===== src/common/cpu_settings.svh =====
`ifndef CPU_SETTINGS_SVH
`define CPU_SETTINGS_SVH

// datapath and register file
`define DBITS 32
`define REGNOBITS 6
`define IMMBITS 14

// first instruction after reset
`define STARTPC 32'h100

// byte address bits of the instruction and data memories
`define IMEMADDRBITS 16
`define DMEMADDRBITS 16

// memory-mapped output registers
`define ADDRHEX 32'hFFFFF000
`define ADDRLEDR 32'hFFFFF020
`define HEXRESET 24'h123456

`endif


===== src/common/cpuPkg.sv =====
`include "cpu_settings.svh"

package cpuPkg;

  // basic field widths
  typedef logic [`DBITS-1:0] wordT;
  typedef logic [`REGNOBITS-1:0] regNoT;
  typedef logic [`IMMBITS-1:0] immT;

  // primary opcode in bits 31:26
  typedef enum logic [5:0] {
    OP1_ALUR = 6'h00,
    OP1_BEQ  = 6'h08,
    OP1_BLT  = 6'h09,
    OP1_BLE  = 6'h0A,
    OP1_BNE  = 6'h0B,
    OP1_JAL  = 6'h0C,
    OP1_LW   = 6'h12,
    OP1_SW   = 6'h1A,
    OP1_ADDI = 6'h20,
    OP1_ANDI = 6'h24,
    OP1_ORI  = 6'h25,
    OP1_XORI = 6'h26
  } op1T;

  // compares and basic ops reuse the op1 codes
  // bit 3 turns add/and/or/xor into sub/nand/nor/nxor
  typedef enum logic [5:0] {
    ALU_NOP  = 6'h00,
    ALU_EQ   = 6'h08,
    ALU_LT   = 6'h09,
    ALU_LE   = 6'h0A,
    ALU_NE   = 6'h0B,
    ALU_ADD  = 6'h20,
    ALU_AND  = 6'h24,
    ALU_OR   = 6'h25,
    ALU_XOR  = 6'h26,
    ALU_SUB  = 6'h28,
    ALU_NAND = 6'h2C,
    ALU_NOR  = 6'h2D,
    ALU_NXOR = 6'h2E
  } aluFuncT;

  // which value goes back to the register file
  typedef enum logic [1:0] {
    RES_ALU,
    RES_MEM,
    RES_PC
  } resSelT;

  typedef struct packed {
    logic write;
    regNoT regNo;
  } regDestT;

  // fetch to decode
  typedef struct packed {
    wordT inst;
    wordT pcPlus;
  } fetchOutT;

  // decode to execute
  typedef struct packed {
    wordT opA;
    wordT opB;
    wordT offset;
    wordT pcPlus;
    aluFuncT aluFunc;
    logic aluImm;
    logic isBranch;
    logic isJump;
    logic memWrite;
    resSelT resultSel;
    regDestT dest;
  } decodeOutT;

  // execute to memory
  typedef struct packed {
    wordT aluResult;
    wordT storeValue;
    wordT pcPlus;
    logic memWrite;
    resSelT resultSel;
    regDestT dest;
  } execOutT;

endpackage


===== src/common/stageIf.sv =====
`timescale 1ns/10ps

interface stageIf #(
  parameter type payloadT = cpuPkg::wordT
);
  import cpuPkg::*;

  // transfer on a clock edge with both high
  logic valid;
  logic ready;
  // pc plus 4 of the instruction crossing this boundary
  wordT pcPlus;
  // stage specific bundle
  payloadT payload;

  // upstream side
  modport src (
    output valid,
    output pcPlus,
    output payload,
    input ready
  );

  // downstream side
  modport dst (
    input valid,
    input pcPlus,
    input payload,
    output ready
  );

endinterface


===== src/core/executeStage.sv =====
`timescale 1ns/10ps
`include "cpu_settings.svh"

module executeStage (
  input logic clk,
  input logic reset,
  stageIf.dst fromDecode,
  stageIf.src toMem,
  output cpuPkg::regDestT exDest,
  output logic redirectValid,
  output cpuPkg::wordT redirectPc
);
  import cpuPkg::*;

  decodeOutT d;
  logic signed [`DBITS-1:0] aluA;
  logic signed [`DBITS-1:0] aluB;
  wordT aluOut;
  wordT branchTarget;
  wordT jumpTarget;
  logic takeIn;
  logic taken;
  logic advance;
  logic outValid;
  execOutT outReg;

  assign d = fromDecode.payload;
  assign aluA = d.opA;
  // offset for immediates and address calc
  assign aluB = d.aluImm ? d.offset : d.opB;

  // signed ops, compares give 0 or 1
  always_comb begin
    case (d.aluFunc)
      ALU_EQ:   aluOut = wordT'(aluA == aluB);
      ALU_LT:   aluOut = wordT'(aluA < aluB);
      ALU_LE:   aluOut = wordT'(aluA <= aluB);
      ALU_NE:   aluOut = wordT'(aluA != aluB);
      ALU_ADD:  aluOut = aluA + aluB;
      ALU_AND:  aluOut = aluA & aluB;
      ALU_OR:   aluOut = aluA | aluB;
      ALU_XOR:  aluOut = aluA ^ aluB;
      ALU_SUB:  aluOut = aluA - aluB;
      ALU_NAND: aluOut = ~(aluA & aluB);
      ALU_NOR:  aluOut = ~(aluA | aluB);
      ALU_NXOR: aluOut = ~(aluA ^ aluB);
      default:  aluOut = '0;
    endcase
  end

  // word offsets
  assign branchTarget = fromDecode.pcPlus + (d.offset << 2);
  assign jumpTarget = d.opA + (d.offset << 2);

  assign advance = !outValid || toMem.ready;
  assign fromDecode.ready = advance;
  // instruction right behind a redirect is on the wrong path
  assign takeIn = fromDecode.valid && !redirectValid;
  assign taken = d.isJump || (d.isBranch && aluOut[0]);

  always_ff @(posedge clk or posedge reset) begin
    if (reset) begin
      outValid <= 1'b0;
      redirectValid <= 1'b0;
    end else begin
      redirectValid <= advance && takeIn && taken;
      if (advance) begin
        outValid <= takeIn;
      end
    end
  end

  always_ff @(posedge clk) begin
    if (advance) begin
      outReg.aluResult <= aluOut;
      outReg.storeValue <= d.opB;
      outReg.pcPlus <= fromDecode.pcPlus;
      outReg.memWrite <= d.memWrite;
      outReg.resultSel <= d.resultSel;
      outReg.dest <= d.dest;
    end
    redirectPc <= d.isJump ? jumpTarget : branchTarget;
  end

  // bubbles never look like pending writes
  assign exDest = '{write: outValid && outReg.dest.write, regNo: outReg.dest.regNo};

  assign toMem.valid = outValid;
  assign toMem.payload = outReg;
  assign toMem.pcPlus = outReg.pcPlus;

  // a redirect from either squashed slot behind it means a squash was missed
  redirectSingle: assert property (@(posedge clk) disable iff (reset)
    redirectValid |=> !redirectValid ##1 !redirectValid);

endmodule


===== src/flat_wrapper.sv =====
// flat-port wrapper written by rule: the top's interface ports become plain ports
module executeStage_flat import cpuPkg::*;
  (clk, reset, exDest, redirectValid, redirectPc, fromDecode_valid, fromDecode_pcPlus, fromDecode_payload, fromDecode_ready, toMem_valid, toMem_pcPlus, toMem_payload, toMem_ready);
  stageIf fromDecode_i ();
  stageIf toMem_i ();
  input logic clk;
  input logic reset;
  output cpuPkg::regDestT exDest;
  output logic redirectValid;
  output cpuPkg::wordT redirectPc;
  input wire logic [$bits(fromDecode_i.valid)-1:0] fromDecode_valid;
  input wire logic [$bits(fromDecode_i.pcPlus)-1:0] fromDecode_pcPlus;
  input wire logic [$bits(fromDecode_i.payload)-1:0] fromDecode_payload;
  output wire logic [$bits(fromDecode_i.ready)-1:0] fromDecode_ready;
  output wire logic [$bits(toMem_i.valid)-1:0] toMem_valid;
  output wire logic [$bits(toMem_i.pcPlus)-1:0] toMem_pcPlus;
  output wire logic [$bits(toMem_i.payload)-1:0] toMem_payload;
  input wire logic [$bits(toMem_i.ready)-1:0] toMem_ready;
  assign fromDecode_i.valid = fromDecode_valid;
  assign fromDecode_i.pcPlus = fromDecode_pcPlus;
  assign fromDecode_i.payload = fromDecode_payload;
  assign fromDecode_ready = fromDecode_i.ready;
  assign toMem_valid = toMem_i.valid;
  assign toMem_pcPlus = toMem_i.pcPlus;
  assign toMem_payload = toMem_i.payload;
  assign toMem_i.ready = toMem_ready;
  executeStage u_core (.clk(clk), .reset(reset), .fromDecode(fromDecode_i), .toMem(toMem_i), .exDest(exDest), .redirectValid(redirectValid), .redirectPc(redirectPc));
endmodule

===== config.mk =====
export PLATFORM = sky130hd
export DESIGN_NAME = executeStage_flat
export DESIGN_NICKNAME = d
export VERILOG_FILES = /design/src/common/cpuPkg.sv /design/src/common/stageIf.sv /design/src/core/executeStage.sv /design/src/flat_wrapper.sv
export VERILOG_INCLUDE_DIRS = /design/src /design/src/common
export SDC_FILE = /design/constraint.sdc
export NUM_CORES = 1
export LEC_CHECK = 0
export ABC_AREA = 0
export BUFFER_PORTS_ARGS = -buffer_cell sky130_fd_sc_hd__clkbuf_2
export CAP_MARGIN = 10
export CORE_AREA = 2 2 86 88
export DETAILED_ROUTE_END_ITERATION = 7
export DIE_AREA = 0 0 88 90
export HOLD_SLACK_MARGIN = 0.12
export PLACE_DENSITY = 0.73
export SYNTH_ARGS = -nofsm -noshare
export SYNTH_HDL_FRONTEND = slang
export SYNTH_SLANG_ARGS = --single-unit

===== constraint.sdc =====
create_clock -name clk -period 1.6 [get_ports clk]
set_input_delay 0.24 -clock clk [delete_from_list [all_inputs] [get_ports clk]]
set_output_delay 0.24 -clock clk [all_outputs]
set_load 0.02 [all_outputs]

==> impl_metrics.py <==
metrics = {
    "status": {
        "status": "completed",
    },
    "synth": {
        "yosys_warnings": 0,
        "synth_area_leaders": "edfxtp_1, dfxtp_1, buf_4",
        "synth.distinct_cells": 14,
        "syn_area_per_cell_um2": 16.35,
        "synth_top_area_frac": 0.5143,
        "seq_area_frac_synth": 0.7959,
        "syn_area_um2": 2452,
        "yosys.area.top_type": "edfxtp_1",
        "ys_ff_latch": 76,
        "syn-num-nets": 218,
        "synth_cells": 150,
    },
    "finish": {
        "layout.nets": 403,
        "drive_above_1_share": 0.5265,
        "multi_input_area_um2": 270.3,
        "diodes": 0,
        "regArea_um2": 1952,
        "nFillCells": 601,
        "area_delta_synth_final_pct": 54.44,
    },
    "timing": {
        "fin_crit_ps": 1276,
        "finalSetupTns_ps": 0,
        "hold_viol": 0,
        "fmaxAchievable_mhz": 783.7,
        "slew_headroom": 0.7663,
        "worstMarginPinSlew_ps": 350.5,
        "fin_skew_ps": 11.90,
        "final.setup.worst_slack_ps": 324.1,
        "setup_viol": 0,
        "rsz0062_at_grt": "no",
        "slew_violations": 0,
        "period_share": 0.7975,
    },
    "clock_tree": {
        "cts_buffers": 9,
        "cts_tree": "yes",
        "clk_latency_ps": 340,
        "postCtsSetupRepairBufs": 0,
        "htree_num_levels": 3,
        "ctsRootBufferMaster": "clkbuf_8",
        "cts_max_path_buffers": 2,
        "cts_resized": 0,
        "path_clk_slew_ps": 70,
        "clock_sinks": 76,
    },
    "detailed_routing": {
        "antenna_left": 0,
        "drt_iter0_markers": 47,
        "drcViolationCount": 0,
        "viasPerCell": 4.057,
        "routedWlPerCell_um": 12.49,
        "detailedRoute.firstPassIterationCount": 4,
        "drt_wl_total_mm": 5.481,
        "vias": 1781,
    },
    "die": {
        "dieWidth_um": 88,
        "core_area_um2": 7020,
        "rows": 31,
        "initial_core_util": 0.3493,
        "die_h_um": 90,
        "dieArea_um2": 7920,
        "io_pins": 174,
    },
    "flow_run": {
        "max-cap-violations": 0,
    },
    "place": {
        "place_ws_ps": 407.5,
        "dp_hpwl_mm": 3.716,
        "io_buffer_count": 159,
        "finalWeightedCongestion": 0.7141,
    },
    "global_routing": {
        "grt.overflow.total": 0,
        "grt_max_degree": 23,
        "grt_pass1_vias": 1822,
        "grt_use_total": 0.1439,
        "grt_pass1_wl_mm": 8.459,
        "antenna_found_initial": 0,
    },
    "worst_hold_path": {
        "worstHoldStart": "fromDecode_valid",
        "hold_path.class": "input port to flop",
    },
    "setup_path": {
        "endpoint": "exDest[6]",
        "r2r-start": "u_core.toMem.valid",
        "crit_type": "flop to output port",
        "startpoint_type": "flop",
        "crit_path_max_fanout": 2,
        "cp.required_ps": 1360,
        "endpoint_kind": "output port",
        "rr_endpoint": "u_core.redirectValid",
        "arrival_ps": 1040,
        "r2r_setup_slack_ps": 450,
        "cp-startpoint": "u_core.toMem.payload[6]",
        "r2r_cells": 3,
    },
    "pwr": {
        "powerDensity_nw_per_um2": 1137,
        "ir_drop_uv": 744.3,
        "leakage_uw": 0.001776,
    },
}
metal layers:
metal	part of all wire	track usage	vias to the layer above
li1	-	-	842
met1	0.37	0.1574	827
met2	0.53	0.2405	94
met3	0.061	0.03673	18
met4	0.033	0.09487	0
met5	0	0	-
registers in the layout, indices dropped and copies added, names as in the netlist:
signal and cells:
u_core.redirectPc 32, u_core.toMem.valid 1, u_core.exDest 6, u_core.toMem.payload 4
u_core.toMem.pcPlus 32, u_core.redirectValid 1
per-stage QoR:
| stage | utilization | cell area [um2] | hold slack [ps] | std cells | power [uW] |
|---|---|---|---|---|---|
| global route | 0.5395 | 3787 | 173.5 | 439 | 4494 |
| finish | 0.5395 | 3787 | 156.9 | 439 | 4305 |
| global placement | 0.4518 | 3172 | 79.06 | 380 | 2884 |
| CTS | 0.5395 | 3787 | 137.4 | 439 | 4362 |
| detailed placement | 0.4518 | 3172 | 85.59 | 380 | 2900 |
| floorplan | - | 2455 | -18.82 | 150 | 2693 |
critical path: stages, from the launching register on:
cell	delay [ps]
edfxtp_1	390
and2_1	170
clkbuf_2	150
worst min path at each step:
stage	to	slack [ps]	depth (start not counted)
finish	u_core.toMem.valid	160	3
global route	u_core.toMem.valid	170	3
CTS	u_core.toMem.valid	140	3
detailed placement	u_core.redirectValid	90	2
global placement	u_core.redirectValid	80	2
floorplan	u_core.redirectValid	-20	1
synthesized netlist by cell type:
| master | number |
|---|---|
| nor4b_2 | 1 |
| dfrtp_1 | 2 |
| inv_1 | 2 |
| nand2_1 | 2 |
| nand2b_1 | 2 |
| edfxtp_1 | 42 |
| a211oi_1 | 1 |
| buf_4 | 28 |
| and2_1 | 1 |
| nor3_2 | 1 |
| dfxtp_1 | 32 |
| buf_2 | 3 |
| a41oi_1 | 1 |
| nor2b_1 | 32 |
where the power goes:
| group | switching [uW] | internal, uW |
|---|---|---|
| sequential | 49.5 | 2210 |
| clock | 656 | 717 |
| combinational | 410 | 266 |
cell families after synthesis:
| family | count (synthesis) | share of synthesized area |
|---|---|---|
| and+or+nand+nor | 39 | 0.1026 |
| AOI/OAI and AO/OA | 2 | 0.006634 |
| buffers and inverters | 33 | 0.09490 |
| DFF | 76 | 0.7959 |
cell usage in the layout, fill, tap and decap left out:
| cell | count |
|---|---|
| clkbuf_2 | 159 |
| dlygate4sd3_1 | 43 |
| edfxtp_1 | 42 |
| nor2b_1 | 32 |
| dfxtp_1 | 32 |
| clkbuf_8 | 9 |
| clkinv_2 | 3 |
| buf_4 | 3 |
| nand2_1 | 2 |
| inv_1 | 2 |
| clkbuf_1 | 2 |
| dfrtp_1 | 2 |
| nand2b_2 | 1 |
| nand2b_1 | 1 |
| a41oi_1 | 1 |
| nor3_2 | 1 |
| a211oi_1 | 1 |
| nor4b_2 | 1 |
| and2_1 | 1 |
| clkinv_4 | 1 |
| bufinv_16 | 1 |
layout make-up:
type                    count  area share
clock buffers              11     0.03469
clock inverters             5     0.01421
inverters                   2    0.001982
multi-input cells          41     0.07136
flip-flops and latches     76      0.5154
well taps                  99     0.03271
repair buffers            205      0.3297
what timing repair did:
item | 4_1_cts | 5_1_grt
hold endpoints to repair | 62 | 0
endpoints found under the setup margin | 0 | 0
hold buffers | 43 | 0
Power figures use the tool's default switching activity.
